## src/arc_board_pkg.sv

```systemverilog
package arc_board_pkg;

	// one RAM data word and its byte lanes
	typedef logic [31:0] word_t;
	typedef logic [3:0]  byte_sel_t;

	// one colour channel from the core
	typedef logic [3:0]  color_t;

	// base pixel clock request from the core
	typedef enum logic [1:0] {
		PIXCLK_24     = 2'b00,
		PIXCLK_25     = 2'b01,
		PIXCLK_36     = 2'b10,
		PIXCLK_24_ALT = 2'b11
	} pixclk_sel_t;

	// loader file index
	typedef logic [7:0]  loader_index_t;

	// rom image indexes that take over the RAM bus
	localparam loader_index_t LOADER_IDX_ROM_A = 8'd1;
	localparam loader_index_t LOADER_IDX_ROM_B = 8'd2;

	// the pixel PLL comes up in the 36 MHz setting
	localparam pixclk_sel_t PIXCLK_RESET_SEL = PIXCLK_36;

	// TV modes have both select bits equal
	function automatic logic is_tv_mode(input pixclk_sel_t sel);
		return sel[0] == sel[1];
	endfunction

	// true for the indexes that hold a rom image
	function automatic logic is_rom_index(input loader_index_t idx);
		return (idx == LOADER_IDX_ROM_A) || (idx == LOADER_IDX_ROM_B);
	endfunction

endpackage

```

## src/boot_mem_mux.sv

```systemverilog
`timescale 1ns/1ps

module boot_mem_mux #(
	parameter int ADDR_W = 24
) (
	input  logic                           clk_sys,
	input  logic                           rst_n_i,

	// loader side
	input  logic                           dl_active_i,
	input  arc_board_pkg::loader_index_t   dl_index_i,
	input  logic                           loader_we_i,
	input  logic [ADDR_W-1:0]              loader_addr_i,
	input  arc_board_pkg::byte_sel_t       loader_sel_i,
	input  arc_board_pkg::word_t           loader_data_i,

	// core side
	input  logic                           core_stb_i,
	input  logic                           core_we_i,
	input  arc_board_pkg::byte_sel_t       core_sel_i,
	input  logic [ADDR_W-1:0]              core_addr_i,
	input  arc_board_pkg::word_t           core_data_i,
	output logic                           core_ack_o,

	// RAM controller side
	output logic                           ram_stb_o,
	output logic                           ram_cyc_o,
	output logic                           ram_we_o,
	output arc_board_pkg::byte_sel_t       ram_sel_o,
	output logic [ADDR_W-1:0]              ram_addr_o,
	output arc_board_pkg::word_t           ram_data_o,
	input  logic                           ram_ack_i,
	input  logic                           ram_ready_i,

	// boot reset
	input  logic                           button_reset_i,
	output logic                           core_reset_o
);

	import arc_board_pkg::*;

	logic loader_active;
	logic loader_active_q;
	logic loader_stb;
	logic rom_loaded;

	// only rom image downloads steer the bus
	assign loader_active = dl_active_i && is_rom_index(dl_index_i);

	// loader strobe held until the controller acknowledges
	always_ff @(posedge clk_sys) begin
		if (!rst_n_i) begin
			loader_stb <= 1'b0;
		end else if (loader_we_i) begin
			loader_stb <= 1'b1;
		end else if (ram_ack_i) begin
			loader_stb <= 1'b0;
		end
	end

	// end of a rom download marks the image as loaded
	always_ff @(posedge clk_sys) begin
		if (!rst_n_i) begin
			loader_active_q <= 1'b0;
			rom_loaded      <= 1'b0;
		end else begin
			loader_active_q <= loader_active;
			if (loader_active_q && !loader_active) begin
				rom_loaded <= 1'b1;
			end
		end
	end

	// core stays in reset until RAM and rom are both there
	assign core_reset_o = !ram_ready_i || !rom_loaded || button_reset_i;

	// bus owner select
	always_comb begin
		if (loader_active) begin
			ram_stb_o  = loader_stb;
			ram_cyc_o  = loader_stb;
			ram_we_o   = 1'b1;
			ram_sel_o  = loader_sel_i;
			ram_addr_o = {loader_addr_i[ADDR_W-1:2], 2'b00};
			ram_data_o = loader_data_i;
			// acks belong to the loader here
			core_ack_o = 1'b0;
		end else begin
			ram_stb_o  = core_stb_i;
			ram_cyc_o  = core_stb_i;
			ram_we_o   = core_we_i;
			ram_sel_o  = core_sel_i;
			ram_addr_o = {core_addr_i[ADDR_W-1:2], 2'b00};
			ram_data_o = core_data_i;
			core_ack_o = ram_ack_i;
		end
	end

endmodule

```

## src/video_porch_blanker.sv

```systemverilog
`timescale 1ns/1ps

module video_porch_blanker #(
	parameter int PORCH_TV_BITS  = 8,
	parameter int PORCH_VGA_BITS = 6
) (
	input  logic                        clk_sys,
	input  logic                        rst_n_i,
	input  logic                        ce_pix_i,
	input  arc_board_pkg::pixclk_sel_t  pixclk_sel_i,

	// raw core video
	input  arc_board_pkg::color_t       core_r_i,
	input  arc_board_pkg::color_t       core_g_i,
	input  arc_board_pkg::color_t       core_b_i,
	input  logic                        core_hs_i,
	input  logic                        core_vs_i,

	// blanked video
	output arc_board_pkg::color_t       vid_r_o,
	output arc_board_pkg::color_t       vid_g_o,
	output arc_board_pkg::color_t       vid_b_o,
	output logic                        vid_hs_o,
	output logic                        vid_vs_o
);

	import arc_board_pkg::*;

	// counter is as wide as the larger window
	localparam int CNT_W = (PORCH_TV_BITS > PORCH_VGA_BITS) ? PORCH_TV_BITS : PORCH_VGA_BITS;

	logic [CNT_W-1:0] porch_cnt;
	logic             porch_done;

	// window saturated after 256 cycles in TV modes and 64 otherwise by default
	assign porch_done = is_tv_mode(pixclk_sel_i) ? &porch_cnt[PORCH_TV_BITS-1:0]
	                                             : &porch_cnt[PORCH_VGA_BITS-1:0];

	// restarts on every low phase of the registered hsync
	always_ff @(posedge clk_sys) begin
		if (!rst_n_i) begin
			porch_cnt <= '0;
		end else if (!vid_hs_o) begin
			porch_cnt <= '0;
		end else if (!porch_done) begin
			porch_cnt <= porch_cnt + CNT_W'(1);
		end
	end

	always_ff @(posedge clk_sys) begin
		if (!rst_n_i) begin
			vid_hs_o <= 1'b0;
			vid_vs_o <= 1'b0;
			vid_r_o  <= '0;
			vid_g_o  <= '0;
			vid_b_o  <= '0;
		end else if (ce_pix_i) begin
			vid_hs_o <= core_hs_i;
			vid_vs_o <= core_vs_i;
			if (porch_done) begin
				vid_r_o <= core_r_i;
				vid_g_o <= core_g_i;
				vid_b_o <= core_b_i;
			end else begin
				// black through the back porch
				vid_r_o <= '0;
				vid_g_o <= '0;
				vid_b_o <= '0;
			end
		end
	end

endmodule

```

## src/pixclk_reconfig_seq.sv

```systemverilog
`timescale 1ns/1ps

module pixclk_reconfig_seq #(
	parameter int RECONFIG_TIMEOUT = 1000
) (
	input  logic                        clk_sys,
	input  logic                        rst_n_i,
	input  arc_board_pkg::pixclk_sel_t  pixclk_sel_i,

	// reconfiguration block handshake
	input  logic                        rcfg_busy_i,
	output logic                        rcfg_write_rom_o,
	output logic                        rcfg_start_o,
	output logic                        rcfg_reset_o,

	// configuration rom bits
	input  logic                        rom_q_24_i,
	input  logic                        rom_q_25_i,
	input  logic                        rom_q_36_i,
	output logic                        rom_q_o
);

	import arc_board_pkg::*;

	localparam int TMO_W = $clog2(RECONFIG_TIMEOUT + 1);

	typedef enum logic [1:0] {
		ST_IDLE,
		ST_LOAD,
		ST_WAIT_NB,
		ST_RUN
	} state_t;

	state_t            state;
	pixclk_sel_t       sel_q;
	logic [TMO_W-1:0]  tmo_cnt;

	always_ff @(posedge clk_sys) begin
		if (!rst_n_i) begin
			state            <= ST_IDLE;
			sel_q            <= PIXCLK_RESET_SEL;
			tmo_cnt          <= '0;
			rcfg_write_rom_o <= 1'b0;
			rcfg_start_o     <= 1'b0;
			rcfg_reset_o     <= 1'b0;
		end else begin
			// all three handshake outputs are single cycle pulses
			rcfg_write_rom_o <= 1'b0;
			rcfg_start_o     <= 1'b0;
			rcfg_reset_o     <= 1'b0;
			case (state)
				ST_IDLE: begin
					sel_q <= pixclk_sel_i;
					if (sel_q != pixclk_sel_i) begin
						rcfg_write_rom_o <= 1'b1;
						state            <= ST_LOAD;
					end
				end
				// one cycle for the rom write request to be taken
				ST_LOAD: begin
					state <= ST_WAIT_NB;
				end
				ST_WAIT_NB: begin
					if (!rcfg_busy_i) begin
						rcfg_start_o <= 1'b1;
						tmo_cnt      <= TMO_W'(RECONFIG_TIMEOUT);
						state        <= ST_RUN;
					end
				end
				ST_RUN: begin
					tmo_cnt <= tmo_cnt - TMO_W'(1);
					// block stuck busy so kick it
					if (tmo_cnt == TMO_W'(1)) begin
						rcfg_reset_o <= 1'b1;
						state        <= ST_IDLE;
					end
					if (!rcfg_start_o && !rcfg_busy_i) begin
						state <= ST_IDLE;
					end
				end
				default: begin
					state <= ST_IDLE;
				end
			endcase
		end
	end

	// rom bit for the requested clock
	always_comb begin
		case (pixclk_sel_i)
			PIXCLK_25: rom_q_o = rom_q_25_i;
			PIXCLK_36: rom_q_o = rom_q_36_i;
			default:   rom_q_o = rom_q_24_i;
		endcase
	end

endmodule

```

## src/arc_board_top.sv

```systemverilog
`timescale 1ns/1ps

module arc_board_top #(
	parameter int ADDR_W           = 24,
	parameter int RECONFIG_TIMEOUT = 1000,
	parameter int PORCH_TV_BITS    = 8,
	parameter int PORCH_VGA_BITS   = 6
) (
	input  logic                           clk_sys,
	input  logic                           rst_n_i,
	input  arc_board_pkg::pixclk_sel_t     pixclk_sel_i,

	// loader
	input  logic                           dl_active_i,
	input  arc_board_pkg::loader_index_t   dl_index_i,
	input  logic                           loader_we_i,
	input  logic [ADDR_W-1:0]              loader_addr_i,
	input  arc_board_pkg::byte_sel_t       loader_sel_i,
	input  arc_board_pkg::word_t           loader_data_i,

	// core memory bus
	input  logic                           core_stb_i,
	input  logic                           core_we_i,
	input  arc_board_pkg::byte_sel_t       core_sel_i,
	input  logic [ADDR_W-1:0]              core_addr_i,
	input  arc_board_pkg::word_t           core_data_i,
	output logic                           core_ack_o,

	// RAM controller
	output logic                           ram_stb_o,
	output logic                           ram_cyc_o,
	output logic                           ram_we_o,
	output arc_board_pkg::byte_sel_t       ram_sel_o,
	output logic [ADDR_W-1:0]              ram_addr_o,
	output arc_board_pkg::word_t           ram_data_o,
	input  logic                           ram_ack_i,
	input  logic                           ram_ready_i,

	// boot reset
	input  logic                           button_reset_i,
	output logic                           core_reset_o,

	// video
	input  logic                           ce_pix_i,
	input  arc_board_pkg::color_t          core_r_i,
	input  arc_board_pkg::color_t          core_g_i,
	input  arc_board_pkg::color_t          core_b_i,
	input  logic                           core_hs_i,
	input  logic                           core_vs_i,
	output arc_board_pkg::color_t          vid_r_o,
	output arc_board_pkg::color_t          vid_g_o,
	output arc_board_pkg::color_t          vid_b_o,
	output logic                           vid_hs_o,
	output logic                           vid_vs_o,

	// pixel PLL reconfiguration
	input  logic                           rcfg_busy_i,
	output logic                           rcfg_write_rom_o,
	output logic                           rcfg_start_o,
	output logic                           rcfg_reset_o,
	input  logic                           rom_q_24_i,
	input  logic                           rom_q_25_i,
	input  logic                           rom_q_36_i,
	output logic                           rom_q_o
);

	boot_mem_mux #(
		.ADDR_W         (ADDR_W)
	) u_boot_mem_mux (
		.clk_sys        (clk_sys),
		.rst_n_i        (rst_n_i),
		.dl_active_i    (dl_active_i),
		.dl_index_i     (dl_index_i),
		.loader_we_i    (loader_we_i),
		.loader_addr_i  (loader_addr_i),
		.loader_sel_i   (loader_sel_i),
		.loader_data_i  (loader_data_i),
		.core_stb_i     (core_stb_i),
		.core_we_i      (core_we_i),
		.core_sel_i     (core_sel_i),
		.core_addr_i    (core_addr_i),
		.core_data_i    (core_data_i),
		.core_ack_o     (core_ack_o),
		.ram_stb_o      (ram_stb_o),
		.ram_cyc_o      (ram_cyc_o),
		.ram_we_o       (ram_we_o),
		.ram_sel_o      (ram_sel_o),
		.ram_addr_o     (ram_addr_o),
		.ram_data_o     (ram_data_o),
		.ram_ack_i      (ram_ack_i),
		.ram_ready_i    (ram_ready_i),
		.button_reset_i (button_reset_i),
		.core_reset_o   (core_reset_o)
	);

	video_porch_blanker #(
		.PORCH_TV_BITS  (PORCH_TV_BITS),
		.PORCH_VGA_BITS (PORCH_VGA_BITS)
	) u_video_porch_blanker (
		.clk_sys        (clk_sys),
		.rst_n_i        (rst_n_i),
		.ce_pix_i       (ce_pix_i),
		.pixclk_sel_i   (pixclk_sel_i),
		.core_r_i       (core_r_i),
		.core_g_i       (core_g_i),
		.core_b_i       (core_b_i),
		.core_hs_i      (core_hs_i),
		.core_vs_i      (core_vs_i),
		.vid_r_o        (vid_r_o),
		.vid_g_o        (vid_g_o),
		.vid_b_o        (vid_b_o),
		.vid_hs_o       (vid_hs_o),
		.vid_vs_o       (vid_vs_o)
	);

	pixclk_reconfig_seq #(
		.RECONFIG_TIMEOUT (RECONFIG_TIMEOUT)
	) u_pixclk_reconfig_seq (
		.clk_sys          (clk_sys),
		.rst_n_i          (rst_n_i),
		.pixclk_sel_i     (pixclk_sel_i),
		.rcfg_busy_i      (rcfg_busy_i),
		.rcfg_write_rom_o (rcfg_write_rom_o),
		.rcfg_start_o     (rcfg_start_o),
		.rcfg_reset_o     (rcfg_reset_o),
		.rom_q_24_i       (rom_q_24_i),
		.rom_q_25_i       (rom_q_25_i),
		.rom_q_36_i       (rom_q_36_i),
		.rom_q_o          (rom_q_o)
	);

endmodule

```

## config.mk

```make
export PLATFORM = sky130hd
export DESIGN_NAME = arc_board_top
export DESIGN_NICKNAME = d
export VERILOG_FILES = /design/src/arc_board_pkg.sv /design/src/boot_mem_mux.sv /design/src/video_porch_blanker.sv /design/src/pixclk_reconfig_seq.sv /design/src/arc_board_top.sv
export SDC_FILE = /design/constraint.sdc
export NUM_CORES = 1
export LEC_CHECK = 0
export ABC_AREA = 1
export BUFFER_PORTS_ARGS = -buffer_cell sky130_fd_sc_hd__buf_2
export CORE_AREA = 2 2 95 97
export CTS_CLUSTER_DIAMETER = 200
export DETAILED_ROUTE_END_ITERATION = 10
export DIE_AREA = 0 0 97 99
export PLACE_DENSITY = 0.74
export SLEW_MARGIN = 20
export SYNTH_ARGS = -nofsm -noshare
export SYNTH_HDL_FRONTEND = slang
export SYNTH_HIERARCHICAL = 1
export SYNTH_SLANG_ARGS = --single-unit
```

## constraint.sdc

```tcl
create_clock -name clk_sys -period 1.77 [get_ports clk_sys]
set_clock_uncertainty 0.1 [all_clocks]
set_input_delay 0.2655 -clock clk_sys [delete_from_list [all_inputs] [get_ports clk_sys]]
set_output_delay 0.2655 -clock clk_sys [all_outputs]
set_load 0.05 [all_outputs]
```

==> impl_metrics.ini <==
[place]
dp_worst_setup_slack_ns = -0.0414
dpl.hpwl_um = 8580
portBuffers = 234
dpl_cell_area_um2 = 4260
gp_congestion = 1.02
placedCellCount = 814

[status]
violations = negative setup slack
outcome = complete, but fails checks

[worst_setup_path]
crit_type = in2out
required_ns = 1.40
critical_path_arrival_ns = 1.41
critPathLaunchType = input pin
endpoint_kind = primary output
crit_fanout = 18
rr_worst_depth = 9

[floorplan]
design.die.area_um2 = 9600
row_count = 34
coreArea_um2 = 8550
pin_count = 241
die_w_um = 97
die_height_um = 99
initial_utilization_pct = 33.6

[drt]
drt_first_pass_iters = 5
drt_iter0_markers = 138
vias_per_cell = 4.82
drtAntennaViolNets = 0
post-route-drc-count = 0
vias = 3990
avgRoutedWirePerCell_um = 14.4
routed_wl_um = 11900

[timing]
setup_viol = 1
fin_crit_ns = 1.78
fin_crit_sh_pct = 100
tns_ns = -0.00766
hold_viol_final = 0
rsz0062_at_grt = true
worst_slack_ns = -0.00766
fmax_mhz = 563
finalHoldWorstSlack_ns = 0.0779
finalMaxSlewViolations = 0

[power]
p_leak_nw = 2.73
vdd_drop_max_uv = 628
p_total_mw = 3.83
powerDensity_nw_per_um2 = 762

[global_route]
grt_pass1_vias = 3638
antenna_found_initial = 0
grt_pass1_wl_um = 16700
grt_start_max_net_pins = 33
gr-total-overflow = 0
grt_usage_pct = 21.2

[finish]
drive_above_1_share_pct = 46.1
final_cell_mix = nand2_1, buf_2, buf_6, nand2_2
fin_nets = 886
final_common_cell = nand2_1
antenna_cells = 0
fin_area_um2 = 5020
nFillCells = 768
instances_no_fill = 828
synthToLayoutAreaGrowth_pct = 74.5
final_util_pct = 58.7

[synth]
synth_top_area_share_pct = 29.9
synth_warnings = 6
synth_seq_cells = 42
synth.largest_area_cell = nand2_1
ys_types = 32
postSynthAreaPerCell_um2 = 5.97
async_flop_share_pct = 0
synth_cells = 482
yosys-top-cells-area = nand2_1, dfxtp_1, inv_1, nor2_1, a21oi_1
synth_ff_type = dfxtp_1
syn_area_um2 = 2880
synth_edf_count = 0
synth_seq_area_share_pct = 29.2

[hold_path]
hold_depth = 3
hold_class = in2reg

[job]
drv_cap = 0

[clocking]
cts_buffer_depth = 2
h-tree-depth = 2
path_clk_slew_ns = 0.08
cts_num_sinks = 42
cts_tree = yes
cts_root_buf = clkbuf_8
cts_buffers = 5
worstSkewPairLatency_ns = 0.29
power breakdown:
group	internal, mW	total, mW	leakage [nW]	switching, mW
clock network	0.420	0.759	0.0504	0.339
registers	1.10	1.21	0.344	0.110
logic	0.687	1.86	2.33	1.17
total	2.20	3.83	2.73	1.62
sequential cells by signal, indices dropped and copies added, names as in the netlist, 2 cells and up:
signal	count
u_video_porch_blanker/vid_g_o	4
u_pixclk_reconfig_seq/state	2
u_video_porch_blanker/vid_b_o	4
u_pixclk_reconfig_seq/tmo_cnt	10
u_video_porch_blanker/vid_r_o	4
u_pixclk_reconfig_seq/sel_q	2
u_video_porch_blanker/porch_cnt	8
worst max-delay path, stage by stage:
cell,delay [ns]
buf_2,0.09
inv_1,0.04
nand2_1,0.04
nor2_1,0.17
nand3_4,0.15
buf_6,0.16
buf_12,0.15
nand2_2,0.07
nand2_1,0.09
buf_6,0.17
path summary, 6_finish.rpt:
check | from | end | slack [ns]
min reg2reg | u_boot_mem_mux/loader_active_q | u_boot_mem_mux/rom_loaded | 0.36
max reg2reg | u_pixclk_reconfig_seq/state[0] | u_pixclk_reconfig_seq/tmo_cnt[3] | 0.19
max | dl_index_i[3] | ram_addr_o[3] | -0.008
min | loader_we_i | u_boot_mem_mux/loader_stb | 0.08
layer usage:
layer / up-vias / part of all wire [%] / routed length [um] / GRT usage [%]
met5: - / 0 / 0 / 0
met4: 0 / 2.2 / 264 / 5.42
met3: 24 / 9.2 / 1090 / 5.74
met2: 197 / 51 / 6020 / 37.4
met1: 1823 / 38 / 4530 / 25.6
li1: 1946 / - / - / -
cell type report:
| cell class | count | area [um2] | area share (%) |
|---|---|---|---|
| clock inverters | 3 | 45.0 | 0.898 |
| multi-input cells | 375 | 1860 | 37.1 |
| well taps | 108 | 135 | 2.69 |
| flip-flops and latches | 42 | 841 | 16.8 |
| inverters | 45 | 181 | 3.62 |
| clock buffers | 5 | 68.8 | 1.37 |
| repair buffers | 250 | 1880 | 37.5 |
synthesized netlist by cell type, types with 2 or more instances:
cell and instances:
o21ai_0 25, xnor2_1 2, clkbuf_1 5, xor2_1 3, nand3_2 3, nor2_2 6
nand4_1 3, nand2_1 229, dfxtp_1 42, nand2_4 2, nand2_2 5, buf_6 6
nand3_1 7, inv_1 42, or2_2 2, buf_4 3, nor3_1 4, ha_1 9
nor2_1 37, a31oi_1 4, a21oi_1 27, buf_2 6
kinds of logic (layout without fill, tap and decap cells):
| kind of cell | after synthesis | in the layout | share of synthesized area, % |
|---|---|---|---|
| AOI/OAI and AO/OA | 59 | 59 | 10.7 |
| xor gates and xnor gates | 5 | 5 | 1.52 |
| adders and majority gates | 9 | 9 | 3.92 |
| buffers and inverters | 66 | 303 | 11.7 |
| DFF | 42 | 42 | 29.2 |
| other | 1 | 2 | 0.130 |
| and+or+nand+nor | 300 | 300 | 42.8 |
repair_timing:
action	4_1_cts	5_1_grt
hold buffers	0	0
buffers inserted	0	1
gates resized for setup	43	145
pin swaps	1	11
setup endpoints to repair	36	62
cloned	0	5
(Power assumes the default switching activity.)
